`src/rtl/crc24_pkg.sv`:
```
////////////////////////////////////////////////////////////////////////////
// CRC24 constants and pure functions shared by the checker datapath
// word CRCs start from a zero register, seeds are added by linearity
////////////////////////////////////////////////////////////////////////////

package crc24_pkg;

	// a running or computed CRC24 value
	typedef logic [23:0] crc24_t;

	// generator polynomial without the implicit x^24 term
	localparam crc24_t crc_poly = 24'h328B63;

	// register value at the start of every segment
	localparam crc24_t crc_seed = 24'hffffff;

	////////////////////////////////////////////////////////////////////////
	// bit level step
	////////////////////////////////////////////////////////////////////////

	// one shift of the LFSR with one message bit coming in
	// the feedback is the outgoing msb xored with the message bit
	function automatic crc24_t crc24_step(input crc24_t c, input logic b);
		logic fb;
		fb = c[23] ^ b;
		return {c[22:0], 1'b0} ^ (fb ? crc_poly : 24'h0);
	endfunction

	////////////////////////////////////////////////////////////////////////
	// word level functions
	////////////////////////////////////////////////////////////////////////

	// CRC of one 64 bit word from an all zero register, msb first
	// this unrolls to a flat xor network in synthesis
	function automatic crc24_t crc24_of_word(input logic [63:0] w);
		crc24_t c;
		c = '0;
		for (int i = 63; i >= 0; i--) begin
			c = crc24_step(c, w[i]);
		end
		return c;
	endfunction

	// pushes a register through 64 zero bits
	// the CRC is linear, so the CRC of a word with seed s is
	// crc24_zero64(s) ^ crc24_of_word(word)
	function automatic crc24_t crc24_zero64(input crc24_t c);
		crc24_t r;
		r = c;
		for (int i = 0; i < 64; i++) begin
			r = crc24_step(r, 1'b0);
		end
		return r;
	endfunction

endpackage

```
`src/rtl/ilkn_word_pkg.sv`:
```
////////////////////////////////////////////////////////////////////////////
// Interlaken style word formats and the records passed between stages
// the control word layout follows the burst control word, crc24 at the bottom
////////////////////////////////////////////////////////////////////////////

package ilkn_word_pkg;

	// burst or idle control word, msb first
	typedef struct packed {
		logic                  burst;
		logic                  sop;
		logic [3:0]            eop_fmt;
		logic                  reset_cal;
		logic                  reserved;
		logic [15:0]           flow;
		logic [7:0]            chan;
		logic [7:0]            multi;
		crc24_pkg::crc24_t     crc24;
	} ctrl_word_t;

	// one 64 bit word, seen as raw bits for the CRC or as
	// control fields when the framing bit says so
	typedef union packed {
		logic [63:0]           raw;
		ctrl_word_t            ctrl;
	} ilkn_word_u;

	// one beat on the input, framing bit on top
	typedef struct packed {
		logic                  is_ctrl;
		ilkn_word_u            word;
	} ilkn_beat_t;

	////////////////////////////////////////////////////////////////////////
	// stage to stage records
	////////////////////////////////////////////////////////////////////////

	// decode to execute
	// data is what the CRC covers, with the control CRC field cleared
	typedef struct packed {
		logic [63:0]           data;
		logic                  first;
		logic                  last;
		crc24_pkg::crc24_t     rx_crc;
	} dec_word_t;

	// execute to result
	// crc is the running value after this word
	typedef struct packed {
		crc24_pkg::crc24_t     crc;
		crc24_pkg::crc24_t     rx_crc;
		logic                  last;
	} acc_result_t;

endpackage

```
`src/rtl/word_decode.sv`:
```
////////////////////////////////////////////////////////////////////////////
// Decode stage of the CRC24 checker, one beat per enabled cycle
// tags segment start and end, splits off the received CRC field
////////////////////////////////////////////////////////////////////////////

`timescale 1ns/10ps

module word_decode (
	input  logic                      clk,
	input  logic                      arst,
	input  logic                      ena,
	input  logic                      valid,
	input  ilkn_word_pkg::ilkn_beat_t beat,
	output ilkn_word_pkg::dec_word_t  dec,
	output logic                      dec_valid
);

	// goes high with the first control word after reset
	logic seen_ctrl;

	// the next valid beat opens a segment
	logic pending_first;

	// copy of the input word with the CRC field cleared on control beats
	ilkn_word_pkg::ilkn_word_u cov_word;

	always_comb begin
		cov_word = beat.word;
		if (beat.is_ctrl) begin
			cov_word.ctrl.crc24 = '0;
		end
	end

	////////////////////////////////////////////////////////////////////////
	// segment tracking
	////////////////////////////////////////////////////////////////////////

	always_ff @(posedge clk or posedge arst) begin
		if (arst) begin
			seen_ctrl     <= 1'b0;
			pending_first <= 1'b0;
		end else if (ena && valid) begin
			// every control word closes a segment and opens the next
			pending_first <= beat.is_ctrl;
			if (beat.is_ctrl) begin
				seen_ctrl <= 1'b1;
			end
		end
	end

	////////////////////////////////////////////////////////////////////////
	// output register
	////////////////////////////////////////////////////////////////////////

	always_ff @(posedge clk or posedge arst) begin
		if (arst) begin
			dec       <= '0;
			dec_valid <= 1'b0;
		end else if (ena) begin
			dec_valid <= valid;
			// a bubble moves the valid bit only, the word holds
			if (valid) begin
				dec.data   <= cov_word.raw;
				dec.first  <= pending_first;
				// the first control word after reset closes nothing
				dec.last   <= beat.is_ctrl && seen_ctrl;
				dec.rx_crc <= beat.word.ctrl.crc24;
			end
		end
	end

	// the source must drive valid cleanly once reset is released
	valid_known_a : assert property (@(posedge clk) disable iff (arst)
		!$isunknown(valid));

endmodule

```
`src/rtl/crc24_accum.sv`:
```
////////////////////////////////////////////////////////////////////////////
// Execute stage, folds each covered word into the running segment CRC
// two enabled cycles: word CRC first, then combine with seed or prior CRC
////////////////////////////////////////////////////////////////////////////

`timescale 1ns/10ps

module crc24_accum (
	input  logic                       clk,
	input  logic                       arst,
	input  logic                       ena,
	input  ilkn_word_pkg::dec_word_t   dec,
	input  logic                       dec_valid,
	output ilkn_word_pkg::acc_result_t acc,
	output logic                       acc_valid
);

	// the seed pushed through one word of zeros, fixed at elaboration
	localparam crc24_pkg::crc24_t evo_seed =
		crc24_pkg::crc24_zero64(crc24_pkg::crc_seed);

	// some segment has started since reset
	logic opened;

	// stage one registers
	logic              s1_valid;
	logic              s1_first;
	logic              s1_last;
	crc24_pkg::crc24_t s1_wcrc;
	crc24_pkg::crc24_t s1_rx_crc;

	// previous output moved up to the current word position
	crc24_pkg::crc24_t evo_prev;

	// seed term or previous term, picked by the registered first flag
	crc24_pkg::crc24_t carry_in;

	////////////////////////////////////////////////////////////////////////
	// stage one, word CRC from a zero register
	////////////////////////////////////////////////////////////////////////

	always_ff @(posedge clk or posedge arst) begin
		if (arst) begin
			opened   <= 1'b0;
			s1_valid <= 1'b0;
			s1_first <= 1'b0;
			s1_last  <= 1'b0;
		end else if (ena) begin
			// words ahead of the first opened segment are dropped here
			s1_valid <= dec_valid && (dec.first || opened);
			if (dec_valid) begin
				s1_first <= dec.first;
				s1_last  <= dec.last;
				if (dec.first) begin
					opened <= 1'b1;
				end
			end
		end
	end

	always_ff @(posedge clk) begin
		if (ena && dec_valid) begin
			s1_wcrc   <= crc24_pkg::crc24_of_word(dec.data);
			s1_rx_crc <= dec.rx_crc;
		end
	end

	////////////////////////////////////////////////////////////////////////
	// stage two, combine and keep the running CRC
	////////////////////////////////////////////////////////////////////////

	always_comb begin
		evo_prev = crc24_pkg::crc24_zero64(acc.crc);
		carry_in = s1_first ? evo_seed : evo_prev;
	end

	// acc.crc is both the reported value and the running register
	always_ff @(posedge clk or posedge arst) begin
		if (arst) begin
			acc       <= '{crc: crc24_pkg::crc_seed, rx_crc: '0, last: 1'b0};
			acc_valid <= 1'b0;
		end else if (ena) begin
			acc_valid <= s1_valid;
			if (s1_valid) begin
				acc.crc    <= s1_wcrc ^ carry_in;
				acc.rx_crc <= s1_rx_crc;
				acc.last   <= s1_last;
			end
		end
	end

	// the decode stage must open a segment before it closes one
	// an empty segment opens and closes on the same word
	last_after_open_a : assert property (@(posedge clk) disable iff (arst)
		(ena && dec_valid && dec.last) |-> (opened || dec.first));

endmodule

```
`src/rtl/crc_result_check.sv`:
```
////////////////////////////////////////////////////////////////////////////
// Result stage, compares the segment CRC with the received field
// done and crc_err are single cycle pulses, err_count saturates
////////////////////////////////////////////////////////////////////////////

`timescale 1ns/10ps

module crc_result_check #(
	parameter int err_cnt_w = 16
) (
	input  logic                       clk,
	input  logic                       arst,
	input  logic                       ena,
	input  ilkn_word_pkg::acc_result_t acc,
	input  logic                       acc_valid,
	output logic                       done,
	output logic                       crc_err,
	output crc24_pkg::crc24_t          crc_value,
	output logic [err_cnt_w-1:0]       err_count
);

	// a closing word is in the execute output this cycle
	logic check;
	logic mismatch;

	assign check    = ena && acc_valid && acc.last;
	assign mismatch = acc.crc != acc.rx_crc;

	////////////////////////////////////////////////////////////////////////
	// pulses and held result
	////////////////////////////////////////////////////////////////////////

	// the pulses drop on the next edge even during a stall,
	// so each segment is reported exactly once
	always_ff @(posedge clk or posedge arst) begin
		if (arst) begin
			done      <= 1'b0;
			crc_err   <= 1'b0;
			crc_value <= crc24_pkg::crc_seed;
		end else begin
			done    <= check;
			crc_err <= check && mismatch;
			if (check) begin
				crc_value <= acc.crc;
			end
		end
	end

	// error counter, holds at all ones
	always_ff @(posedge clk or posedge arst) begin
		if (arst) begin
			err_count <= '0;
		end else if (check && mismatch && err_count != '1) begin
			err_count <= err_count + 1'b1;
		end
	end

	// a segment is only judged on known values from the execute stage
	crc_known_a : assert property (@(posedge clk) disable iff (arst)
		check |-> !$isunknown({acc.crc, acc.rx_crc}));

endmodule

```
`src/rtl/crc24_checker_top.sv`:
```
////////////////////////////////////////////////////////////////////////////
// CRC24 checker for a 64 bit Interlaken style word stream
// decode, execute and result stages, done four enabled cycles after a close
////////////////////////////////////////////////////////////////////////////

`timescale 1ns/10ps

module crc24_checker_top #(
	parameter int err_cnt_w = 16
) (
	input  logic                      clk,
	input  logic                      arst,
	input  logic                      ena,
	input  logic                      valid,
	input  ilkn_word_pkg::ilkn_beat_t beat,
	output logic                      done,
	output logic                      crc_err,
	output crc24_pkg::crc24_t         crc_value,
	output logic [err_cnt_w-1:0]      err_count
);

	// decode to execute
	ilkn_word_pkg::dec_word_t   dec;
	logic                       dec_valid;

	// execute to result
	ilkn_word_pkg::acc_result_t acc;
	logic                       acc_valid;

	word_decode word_decode_i (
		.clk       (clk),
		.arst      (arst),
		.ena       (ena),
		.valid     (valid),
		.beat      (beat),
		.dec       (dec),
		.dec_valid (dec_valid)
	);

	crc24_accum crc24_accum_i (
		.clk       (clk),
		.arst      (arst),
		.ena       (ena),
		.dec       (dec),
		.dec_valid (dec_valid),
		.acc       (acc),
		.acc_valid (acc_valid)
	);

	crc_result_check #(
		.err_cnt_w (err_cnt_w)
	) crc_result_check_i (
		.clk       (clk),
		.arst      (arst),
		.ena       (ena),
		.acc       (acc),
		.acc_valid (acc_valid),
		.done      (done),
		.crc_err   (crc_err),
		.crc_value (crc_value),
		.err_count (err_count)
	);

endmodule

```
`config.mk`:
```
export PLATFORM = sky130hd
export DESIGN_NAME = crc24_checker_top
export DESIGN_NICKNAME = d
export VERILOG_FILES = /design/src/rtl/crc24_pkg.sv /design/src/rtl/ilkn_word_pkg.sv /design/src/rtl/word_decode.sv /design/src/rtl/crc24_accum.sv /design/src/rtl/crc_result_check.sv /design/src/rtl/crc24_checker_top.sv
export SDC_FILE = /design/constraint.sdc
export NUM_CORES = 1
export LEC_CHECK = 0
export BUFFER_PORTS_ARGS = -buffer_cell sky130_fd_sc_hd__buf_2
export CORE_UTILIZATION = 35
export DETAILED_ROUTE_END_ITERATION = 16
export GPL_TIMING_DRIVEN = 0
export PLACE_DENSITY = 0.53
export SYNTH_ARGS = -nofsm -noshare
export SYNTH_HDL_FRONTEND = slang
export SYNTH_HIERARCHICAL = 1
export SYNTH_SLANG_ARGS = --single-unit
```
`constraint.sdc`:
```
create_clock -name clk -period 9.2 [get_ports clk]
set_clock_uncertainty 0.2 [all_clocks]
set_input_delay 0.46 -clock clk [delete_from_list [all_inputs] [get_ports clk]]
set_output_delay 0.46 -clock clk [all_outputs]
set_load 0.01 [all_outputs]
```
# Word level (Yosys, flattened, before mapping)
# Cells that the tools add are included.
# classes
n_addsub	1
mul	0
div_mod_pow	0
n_lt_le_gt_ge	0
eq_ne	2
shift	0
muxes	130
bitwise_logic	191
reduce_logical	14
# ops
op	n
22-bit 2-to-1 mux	128
24-bit XOR	116
24-bit by 22-bit XOR with 24-bit output	12
1-bit XOR	62
24-bit 2-to-1 mux	2
24-bit inequality test	1
16-bit by 1-bit adder with 16-bit output (second input constant)	1
16-bit inequality test (second input constant)	1
1-bit logical AND	8
2-bit AND reduction	4
3-bit AND reduction	1
1-bit logical OR	1
1-bit XOR (first input constant)	1
# word_totals
ff_bits	237
latch_bits	0
mem_bits_rw	0
mem_bits_ro	0
inputBits	69
output_inout_bits	42
wordCells	359
n_memories	0

# Longest topological paths before layout
# Gate-level depths: netlist (run 1).
# logic_depth
ltp_word	189
mapped_depth	20
mapped_depth_nobuf	18

# Cells and area by module
# The synthesis (run 1) kept the hierarchy.
# modules_own_cells
mod	instances	cells_each	area_per_inst_um2	seq_area_each_um2
crc24_accum	1	1155	16206.8	2822.7
word_decode	1	226	3941.3	2327.2
crc_result_check	1	213	2079.5	1081.0

# Worst setup path after synthesis (run 1)
# Ideal clock, no wire load.
# synth_path
path_type	register -> register
startpoint	register crc24_accum_i/acc[43] (netlist name)
endpoint	register crc24_accum_i/acc[42] (netlist name)
setup_time_ns	0.091
arrival_ns	6.923
required_ns	8.909
path_slack_ns	1.987
path_stages_with_launch	19
n_path_buf	1
synth_period_minus_slack_ns	7.213
path_cell_list	dfstp_2 buf_6 xnor3_2 xor3_2 xnor3_4 xor3_2 xnor3_2 xor2_4 xor2_2 xnor3_2 xnor3_2 xnor3_2 xor3_2 xnor3_2 xnor3_2 xnor2_2 xnor2_1 o21a_1 o31ai_1
# synth_between
elab_chain_len	86
elab_cells_between_ends	121
classes_between	mux: 56; bitwise: 65
# synth_lines
element	line	text
24-bit XOR * (5 in a row)	crc24_pkg.sv:26	return {c[22:0], 1'b0} ^ (fb ? crc_poly : 24'h0);
22-bit 2-to-1 mux *	crc24_pkg.sv:26	
24-bit XOR * (3 in a row)	crc24_pkg.sv:26	
22-bit 2-to-1 mux / 24-bit XOR (equally long branches)	crc24_pkg.sv:26	
24-bit XOR * (3 in a row)	crc24_pkg.sv:26	
22-bit 2-to-1 mux / 24-bit XOR (equally long branches)	crc24_pkg.sv:26	
24-bit XOR * (3 in a row)	crc24_pkg.sv:26	
22-bit 2-to-1 mux / 24-bit XOR (equally long branches)	crc24_pkg.sv:26	
[55 not listed]	--	
22-bit 2-to-1 mux / 24-bit by 22-bit XOR with 24-bit output (equally long branches)	crc24_pkg.sv:26	
24-bit by 22-bit XOR with 24-bit output * (3 in a row)	crc24_pkg.sv:26	
22-bit 2-to-1 mux / 24-bit by 22-bit XOR with 24-bit output (equally long branches)	crc24_pkg.sv:26	
24-bit by 22-bit XOR with 24-bit output * (4 in a row)	crc24_pkg.sv:26	
22-bit 2-to-1 mux	crc24_pkg.sv:26	
24-bit by 22-bit XOR with 24-bit output *	crc24_pkg.sv:26	
24-bit 2-to-1 mux *	crc24_accum.sv:74	carry_in = s1_first ? evo_seed : evo_prev;
24-bit XOR *	crc24_accum.sv:85	acc.crc <= s1_wcrc ^ carry_in;
# Every way passes the cells marked *; elsewhere a longest branch is shown, timed or not.
# A chain may end at the register's enable or synchronous reset.

# Worst setup path after layout (run 1)
# layout_path
startpoint	register crc24_accum_i/acc[46] (netlist name)
endpoint	register crc24_accum_i/acc[47] (netlist name)
# layout_between
elab_chain_len	87
elab_cells_between_ends	123
classes_between	mux: 58; bitwise: 65
# layout_lines
element	line
24-bit XOR * (2 in a row)	crc24_pkg.sv:26
22-bit 2-to-1 mux *	crc24_pkg.sv:26
24-bit XOR * (3 in a row)	crc24_pkg.sv:26
22-bit 2-to-1 mux	crc24_pkg.sv:26
24-bit XOR * (3 in a row)	crc24_pkg.sv:26
22-bit 2-to-1 mux	crc24_pkg.sv:26
24-bit XOR * (3 in a row)	crc24_pkg.sv:26
22-bit 2-to-1 mux	crc24_pkg.sv:26
[59 not listed]	--
22-bit 2-to-1 mux	crc24_pkg.sv:26
24-bit by 22-bit XOR with 24-bit output * (3 in a row)	crc24_pkg.sv:26
22-bit 2-to-1 mux	crc24_pkg.sv:26
24-bit by 22-bit XOR with 24-bit output * (3 in a row)	crc24_pkg.sv:26
22-bit 2-to-1 mux	crc24_pkg.sv:26
24-bit by 22-bit XOR with 24-bit output * (2 in a row)	crc24_pkg.sv:26
24-bit 2-to-1 mux *	crc24_accum.sv:74
24-bit XOR *	crc24_accum.sv:85
# Marked as above.

==> out/results.ini, run 1 <==
[setup_path]
worstSetupPathType = register to register
crit_cells = 18
path_buf_inv = 1
worstPathRequired_ns = 9.46
cp-startpoint = crc24_accum_i/acc[46]
crit_arrival_ns = 8.77
reg2reg_to = crc24_accum_i/acc[47]
cpPeakStageDelay_ns = 0.65
critPathLaunchType = register
worst-r2r-cell-count = 18
crit_chain = buf_2, xnor3_2, xnor2_4, xnor3_1, xnor3_1, xor2_1, xnor2_1, xnor3_1, xnor3_2, xnor3_2, xnor2_4, xor3_2, xnor3_2, xnor3_2, xnor3_1, nor2_1, xor2_1, o21ai_1
path_common_cell = xnor3_2
reg2reg_from = crc24_accum_i/acc[46]
r2r_setup_slack_ns = 0.69
critical_path.max_fanout = 9
endpoint = crc24_accum_i/acc[47]
critPathSlowestCell = xnor3_1
cp-end-kind = register
crit_family = XOR/XNOR gates

[placed_design]
gp_congestion = 0.825
dpl.hpwl_microns = 44100
io_buffers = 110

[drt]
ant_nets = 0
wl_microns = 54800
wl_met3_microns = 1870
dr.max_layer_used = met4
drt-met1-wl_microns = 26300
drc = 0
drt_iter0_markers = 650
via_count = 12000
dr.pass1.iters = 5
wl_met2_microns = 25900
vias_per_cell = 4.52
wl_per_cell_microns = 20.6

[min_path]
whs_path_depth = 2
hold_class = input pin to register

[global_routing]
grt_pass1_wl_microns = 84400
track_usage_pct = 17.5
grt_max_degree = 57
grt_overflow = 0
antenna_found_initial = 3
grt_pass1_vias = 13000

[sta]
final_max_slew_viol_count = 0
grt_setup_unrepaired = no
worst_pin_slew_ns = 0.896
tns_ns = 0
min_period_ns = 8.51
max_slew_margin_pct = 40.1
timing.final.crit_share_pct = 92.5
hold_viol = 0
setup_violations = 0
fmax_mhz = 118

[clock_tree]
htree_num_levels = 1
clkSinkCount = 237
clk_pin_slew_worst_paths_ns = 0.06
postCtsSetupRepairBufs = 0
cts_buffers = 26
clkLatencyLatePin_ns = 0.57
cts_tree = yes
root_buffer = clkbuf_16
cts.path.max_buffers = 3

[yosys]
synth-seq-cells = 237
syn_nets = 1664
yosys_warnings = 6
synth.distinct_cells = 52
yosysTopAreaCell = xnor3_1
netlist_area_sq_um = 22200
syn_inst = 1594
synth_edf_count = 48
synth_area_leaders = xnor3_1, xnor2_1, dfrtp_1
synthArstFlopShare_pct = 79.7
syn_area_per_cell_sq_um = 13.9
ys.flop_type = dfrtp_1
yosys.area.top_type_share_pct = 20.6
ys_seq_area_share_pct = 28.0

[finish]
nets = 1858
drive_gt1_share_pct = 26.1
final_cell_mix = xnor2_1, xnor3_1, xor2_1
area_growth_syn_to_layout_pct = 14.1
layout_commonest_cell = xnor2_1

[job]
maxCapViolCount = 0

[floorplanning]
fp.dieArea_sq_um = 64500
fp.dieH_microns = 254
die_x_microns = 254
start_util_pct = 35.3
core-area_sq_um = 63000
row_count = 92
pin_count = 111

[status]
status = completed

flip-flops by register name, summed over array words and instances (netlist names):
signal and cells:
crc24_accum_i/s1_last 1, crc_result_check_i/crc_value 24, crc24_accum_i/s1_valid 1, crc24_accum_i/acc 49, crc24_accum_i/acc_valid 1, word_decode_i/dec 90, crc_result_check_i/done 1, word_decode_i/seen_ctrl 1
crc24_accum_i/s1_wcrc 24, word_decode_i/pending_first 1, crc24_accum_i/opened 1, crc_result_check_i/err_count 16, crc_result_check_i/crc_err 1, crc24_accum_i/s1_first 1, crc24_accum_i/s1_rx_crc 24, word_decode_i/dec_valid 1
worst min path at each step:
| stage | start | end | slack [ns] |
|---|---|---|---|
| finish | beat[13] | word_decode_i/dec[13] | 0.03 |
| global route | beat[13] | word_decode_i/dec[13] | 0.01 |
| CTS | beat[13] | word_decode_i/dec[13] | 0.009 |
| detailed placement | crc_result_check_i/crc_value[12] | crc_result_check_i/crc_value[12] | 0.25 |
| global placement | crc24_accum_i/opened | crc24_accum_i/opened | 0.24 |
| floorplan | word_decode_i/dec[22] | crc24_accum_i/s1_rx_crc[22] | 0.22 |
logic make-up (layout without fill, tap and decap cells):
group	count (synthesis)	after routing	share of synthesized area [%]
xor+xnor	945	945	57.7
flops	237	237	28.0
simple gates	195	195	4.18
mux	121	121	7.45
buf+inv	62	276	1.76
compound gates	33	33	0.827
fa+ha+maj	1	1	0.0563
other cells	0	3	0
worst reg2reg max path: cells and delay by family (launching register included):
family / cells / cell delay (ns)
AO/OA/AOI/OAI: 1 / 0.11
AND/OR/NAND/NOR: 1 / 0.12
XOR/XNOR: 15 / 7.11
flip-flops: 1 / 0.58
buffers and inverters: 1 / 0.29
cell type report:
class                      count  area (sq um)
timing repair buffer         166          1150
antenna                        3          7.51
sequential                   237          6230
clock inverter                11           110
fill                        5900         37600
tap                          846          1060
buffer                        52           354
inverter                      10          40.0
clock buffer                  37           805
multi-input combinational   1295         15600
cell usage after synthesis (2+ instances only):
master    count
buf_6        14
xor3_1       38
mux2_1        2
nand3_1       5
o21ai_0      22
nor4_1       11
mux2_4       78
edfxtp_1     48
nand4_1       6
xor2_2       12
xor3_4        4
xnor2_2      33
buf_2        16
clkbuf_1      7
xnor2_4       7
nand2b_1      4
xnor2_1     413
xor2_4        2
xnor3_1     203
xor3_2        5
inv_1        10
nor2b_1      24
dfstp_2      48
or4_1         2
buf_4         9
a21o_1        2
mux2_2       41
nor3_1        4
nand2_1     106
o31ai_1       2
buf_1         6
nor2_1       22
xor2_1      194
xnor3_2      30
xnor3_4       4
dfrtp_1     141
o21ai_1       4
per-layer routing:
metal  track usage (%)  up-vias
met1              25.3     6036
met4              2.93        0
met2              28.7      185
met5                 0        -
met3              1.92       50
li1                  -     5745
through the flow:
stage               worst slack [ns]  cell area (sq um)  utilization, %  std cells  hold slack [ns]
floorplan                       1.99              22200               -       1594            0.219
CTS                            0.611              25400            40.3       2654          0.00910
global route                   0.402              25400            40.3       2656           0.0139
detailed placement             0.629              23900            38.0       2553            0.248
global placement               0.681              23800            37.9       2550            0.239
finish                         0.692              25400            40.3       2657           0.0269
timing repair:
action | in CTS | in global routing
endpoints found under the hold margin | 137 | 0
resized for setup | 0 | 0
hold buffers | 53 | 0
setup endpoints to repair | 0 | 0
Power of run 1 is left out: the tool's default activity adds up to more than one toggle a clock period on the data nets, which glitch-free logic cannot reach.
==> run 2, diff against run 1 <==
Settings changed: CORE_UTILIZATION 35 to 25, PLACE_DENSITY 0.53 to 0.42.
==> out/results.ini, run 2 (synthesis results as in run 1) <==
[finish]
nets = 1862
fin_area_sq_um = 25800
drive_gt1_share_pct = 26.1
area_growth_syn_to_layout_pct = 16.0
layout.cells.non_filler = 2969
final_cell_mix = xnor2_1, xnor3_1, xor2_1
filler_cell_count = 8844
register_area_sq_um = 6230
largest_reg_flops = 90
top_register = word_decode_i/dec
largestRegisters = word_decode_i/dec: 90 flops, crc24_accum_i/acc: 49 flops
multi_input_area_sq_um = 15600
layout_commonest_cell = xnor2_1

[sta]
worst_pin_slew_ns = 0.930
grt_setup_unrepaired = no
fmax_mhz = 116
final_max_slew_viol_count = 0
finalHoldWorstSlack_ns = 0.0535
tns_ns = 0
setup_violations = 0
min_period_ns = 8.62
hold_viol = 0
max_slew_margin_pct = 37.6
timing.final.crit_share_pct = 93.7

[drt]
via_count = 12000
drt_iter0_markers = 546
drc = 0
ant_nets = 0
vias_per_cell = 4.04
wl_per_cell_microns = 20.3
wl_microns = 60100
dr.pass1.iters = 5

[clock_tree]
clk_pin_slew_worst_paths_ns = 0.06
cts_tree = yes
htree_num_levels = 1
root_buffer = clkbuf_16
clkLatencyLatePin_ns = 0.57
postCtsSetupRepairBufs = 0
cts_buffers = 27
clkSinkCount = 237
cts.path.max_buffers = 3

[global_routing]
antenna_found_initial = 2
grt_pass1_vias = 13200
track_usage_pct = 13.5
grt_overflow = 0
grt_pass1_wl_microns = 90700
grt_max_degree = 52

[placed_design]
placed_area_sq_um = 24300
dpl.hpwl_microns = 48900
gp_congestion = 0.753
io_buffers = 110
dp_cells = 2862

[floorplanning]
pin_count = 111
fp.dieArea_sq_um = 90100
die_x_microns = 300
fp.dieH_microns = 300
row_count = 108
core-area_sq_um = 87400
start_util_pct = 25.4

[setup_path]
critical_path.max_fanout = 9
crit_arrival_ns = 8.90
critPathLaunchType = register
worstSetupPathType = register to register
cp-end-kind = register
worstPathRequired_ns = 9.48

[status]
status = completed

[job]
maxCapViolCount = 0

[min_path]
hold_class = input pin to register

## run 2: final timing paths
path | startpoint | end | slack (ns) | cells after the start
worst max-delay path | crc24_accum_i/acc[46] | crc24_accum_i/acc[47] | 0.58 | 18
worst min-delay path | beat[3] | word_decode_i/dec[3] | 0.05 | 2
worst max register to register | crc24_accum_i/acc[46] | crc24_accum_i/acc[47] | 0.58 | 18
worst min register to register | crc24_accum_i/opened | crc24_accum_i/opened | 0.26 | 1
max in group asynchronous | arst | word_decode_i/dec[56] | 7.70 | 4
min in group asynchronous | arst | crc24_accum_i/acc[21] | 0.26 | 3
## run 2: metal layers
layer / track usage [%] / part of all wire (%)
met5: 0 / 0
met1: 19.5 / 49
met3: 1.29 / 2.8
met4: 2.22 / 1.5
met2: 22.0 / 47
## run 2: what timing repair did
item	4_1_cts	5_1_grt
hold buffers	56	0
resized for setup	0	0
hold endpoints to repair	136	0
## run 2: through the flow
step	setup WS (ns)	utilization, %
floorplan	1.99	-
global placement	0.509	27.7
detailed placement	0.545	27.8
CTS	0.493	29.5
global route	0.216	29.5
finish	0.581	29.5
## run 2: final cells by class
type,instances,share of cell area (%)
Antenna cell,1,0.00970
Buffer,52,1.37
Tap cell,1155,5.60
Inverter,10,0.155
Sequential cell,237,24.2
Multi-Input combinational cell,1295,60.5
Clock buffer,39,3.18
Timing Repair Buffer,169,4.57
Clock inverter,11,0.427
## run 2: worst max-delay path: stages, from the launching register on
cell and delay, ns:
dfstp_2 0.57, buf_2 0.30, xnor3_2 0.56, xnor2_4 0.39, xnor3_1 0.65, xnor3_1 0.28
xor2_1 0.22, xnor2_1 0.73, xnor3_1 0.52, xnor3_2 0.59, xnor3_2 0.56, xnor2_4 0.28
xor3_2 0.64, xnor3_2 0.51, xnor3_2 0.48, xnor3_1 0.37, nor2_1 0.12, xor2_1 0.45
o21ai_1 0.10
Power of run 2 is left out for the same reason.
==> run 3, diff against run 2 <==
Settings changed: REMOVE_ABC_BUFFERS set to 1.
==> out/results.ini, run 3 (synthesis results as in run 1) <==
[sta]
worst_pin_slew_ns = 1.26
grt_setup_unrepaired = no
final_max_slew_viol_count = 0
timing.final.crit_share_pct = 93.2
tns_ns = 0
hold_viol = 0
fmax_mhz = 117
min_period_ns = 8.57
max_slew_margin_pct = 15.7
setup_violations = 0
setup_ws_ns = 0.626

[drt]
wl_per_cell_microns = 19.8
drc = 0
drt_iter0_markers = 534
ant_nets = 0
wl_microns = 58000
via_count = 11800
dr.pass1.iters = 5
vias_per_cell = 4.02

[clock_tree]
clkSinkCount = 237
cts_buffers = 29
clkLatencyLatePin_ns = 0.60
root_buffer = clkbuf_16
htree_num_levels = 1
cts.path.max_buffers = 3
clk_pin_slew_worst_paths_ns = 0.06
cts_tree = yes
postCtsSetupRepairBufs = 0

[global_routing]
grt_pass1_vias = 13100
grt_pass1_wl_microns = 88600
grt_overflow = 0
track_usage_pct = 13.1
grt_max_degree = 57
antenna_found_initial = 1

[floorplanning]
core-area_sq_um = 87400
die_x_microns = 300
row_count = 108
pin_count = 111
fp.dieArea_sq_um = 90100
fp.dieH_microns = 300
start_util_pct = 25.4

[setup_path]
path_common_cell = xnor3_2
cp-end-kind = register
critPathSlowestCell = dfstp_2
cpPeakStageDelay_ns = 0.84
critical_path.max_fanout = 11
crit_family = XOR/XNOR gates
crit_chain = xor3_1, xnor3_1, xor2_1, xor2_2, xor2_1, xnor2_1, xnor3_1, xnor3_2, xnor3_2, xnor2_4, xor3_2, xnor3_2, xnor3_2, xnor3_1, nor2_1, xor2_1, o21ai_1
worstSetupPathType = register to register
worstPathRequired_ns = 9.51
cp-startpoint = crc24_accum_i/acc[45]
path_buf_inv = 0
reg2reg_from = crc24_accum_i/acc[45]
crit_arrival_ns = 8.88
critPathLaunchType = register

[finish]
nets = 1824
filler_cell_count = 8835
n_antenna_cell = 0
drive_gt1_share_pct = 24.1
multi_input_area_sq_um = 15600
layout_commonest_cell = xnor2_1
largest_reg_flops = 90
largestRegisters = word_decode_i/dec: 90 flops, crc24_accum_i/acc: 49 flops
final_cell_mix = xnor2_1, xnor3_1, xor2_1
area_growth_syn_to_layout_pct = 15.0
register_area_sq_um = 6230
top_register = word_decode_i/dec

[placed_design]
gp_congestion = 0.795
io_buffers = 110
dpl.hpwl_microns = 46200
place_ws_ns = 0.579

[min_path]
hold_class = input pin to register
holdCritStartpoint = beat[2]

[status]
status = completed

[job]
maxCapViolCount = 0

==> run 3: repair_timing <==
| item | 4_1_cts | 5_1_grt |
|---|---|---|
| resized for setup | 0 | 0 |
| endpoints found under the hold margin | 140 | 0 |
| hold buffers | 66 | 0 |
==> run 3: stage by stage <==
stage / cell area, sq um / hold slack (ns) / utilization, % / instances
after floorplan: 21900 / 0.219 / - / 1542
after global placement: 23900 / 0.240 / 27.3 / 2807
after detailed placement: 24000 / 0.246 / 27.4 / 2812
after CTS: 25600 / 0.0494 / 29.2 / 2932
after global routing: 25600 / 0.0451 / 29.2 / 2932
final: 25600 / 0.104 / 29.2 / 2932
==> run 3: routing by layer <==
| layer | global-route usage, % | share of wire, % | up-vias |
|---|---|---|---|
| li1 | - | - | 5663 |
| met1 | 18.2 | 48 | 5895 |
| met2 | 22.2 | 48 | 170 |
| met3 | 1.44 | 2.7 | 54 |
| met4 | 2.36 | 1.7 | 0 |
| met5 | 0 | 0 | - |
==> run 3: worst reg2reg max path, delay by kind of cell (launching register included) <==
family,cells,cell delay (ns)
AOI/OAI and AO/OA,1,0.10
xor gates and xnor gates,15,7.13
DFF,1,0.84
and+or+nand+nor,1,0.23
==> run 3: worst paths after layout <==
check	end	slack, ns	depth (start not counted)
max	crc24_accum_i/acc[47]	0.63	17
min	word_decode_i/dec[2]	0.10	2
max reg2reg	crc24_accum_i/acc[47]	0.63	17
min reg2reg	crc24_accum_i/s1_rx_crc[2]	0.25	0
max in group asynchronous	word_decode_i/dec[30]	7.77	4
min in group asynchronous	crc24_accum_i/acc_valid	0.33	3
==> run 3: final cells by class <==
class | instances | share of cell area [%]
timing repair buffer | 181 | 5.19
sequential | 237 | 24.4
tap | 1155 | 5.66
clock buffer | 49 | 3.33
inverter | 10 | 0.157
clock inverter | 5 | 0.171
multi-input combinational | 1295 | 61.1
Power of run 3 is left out for the same reason.
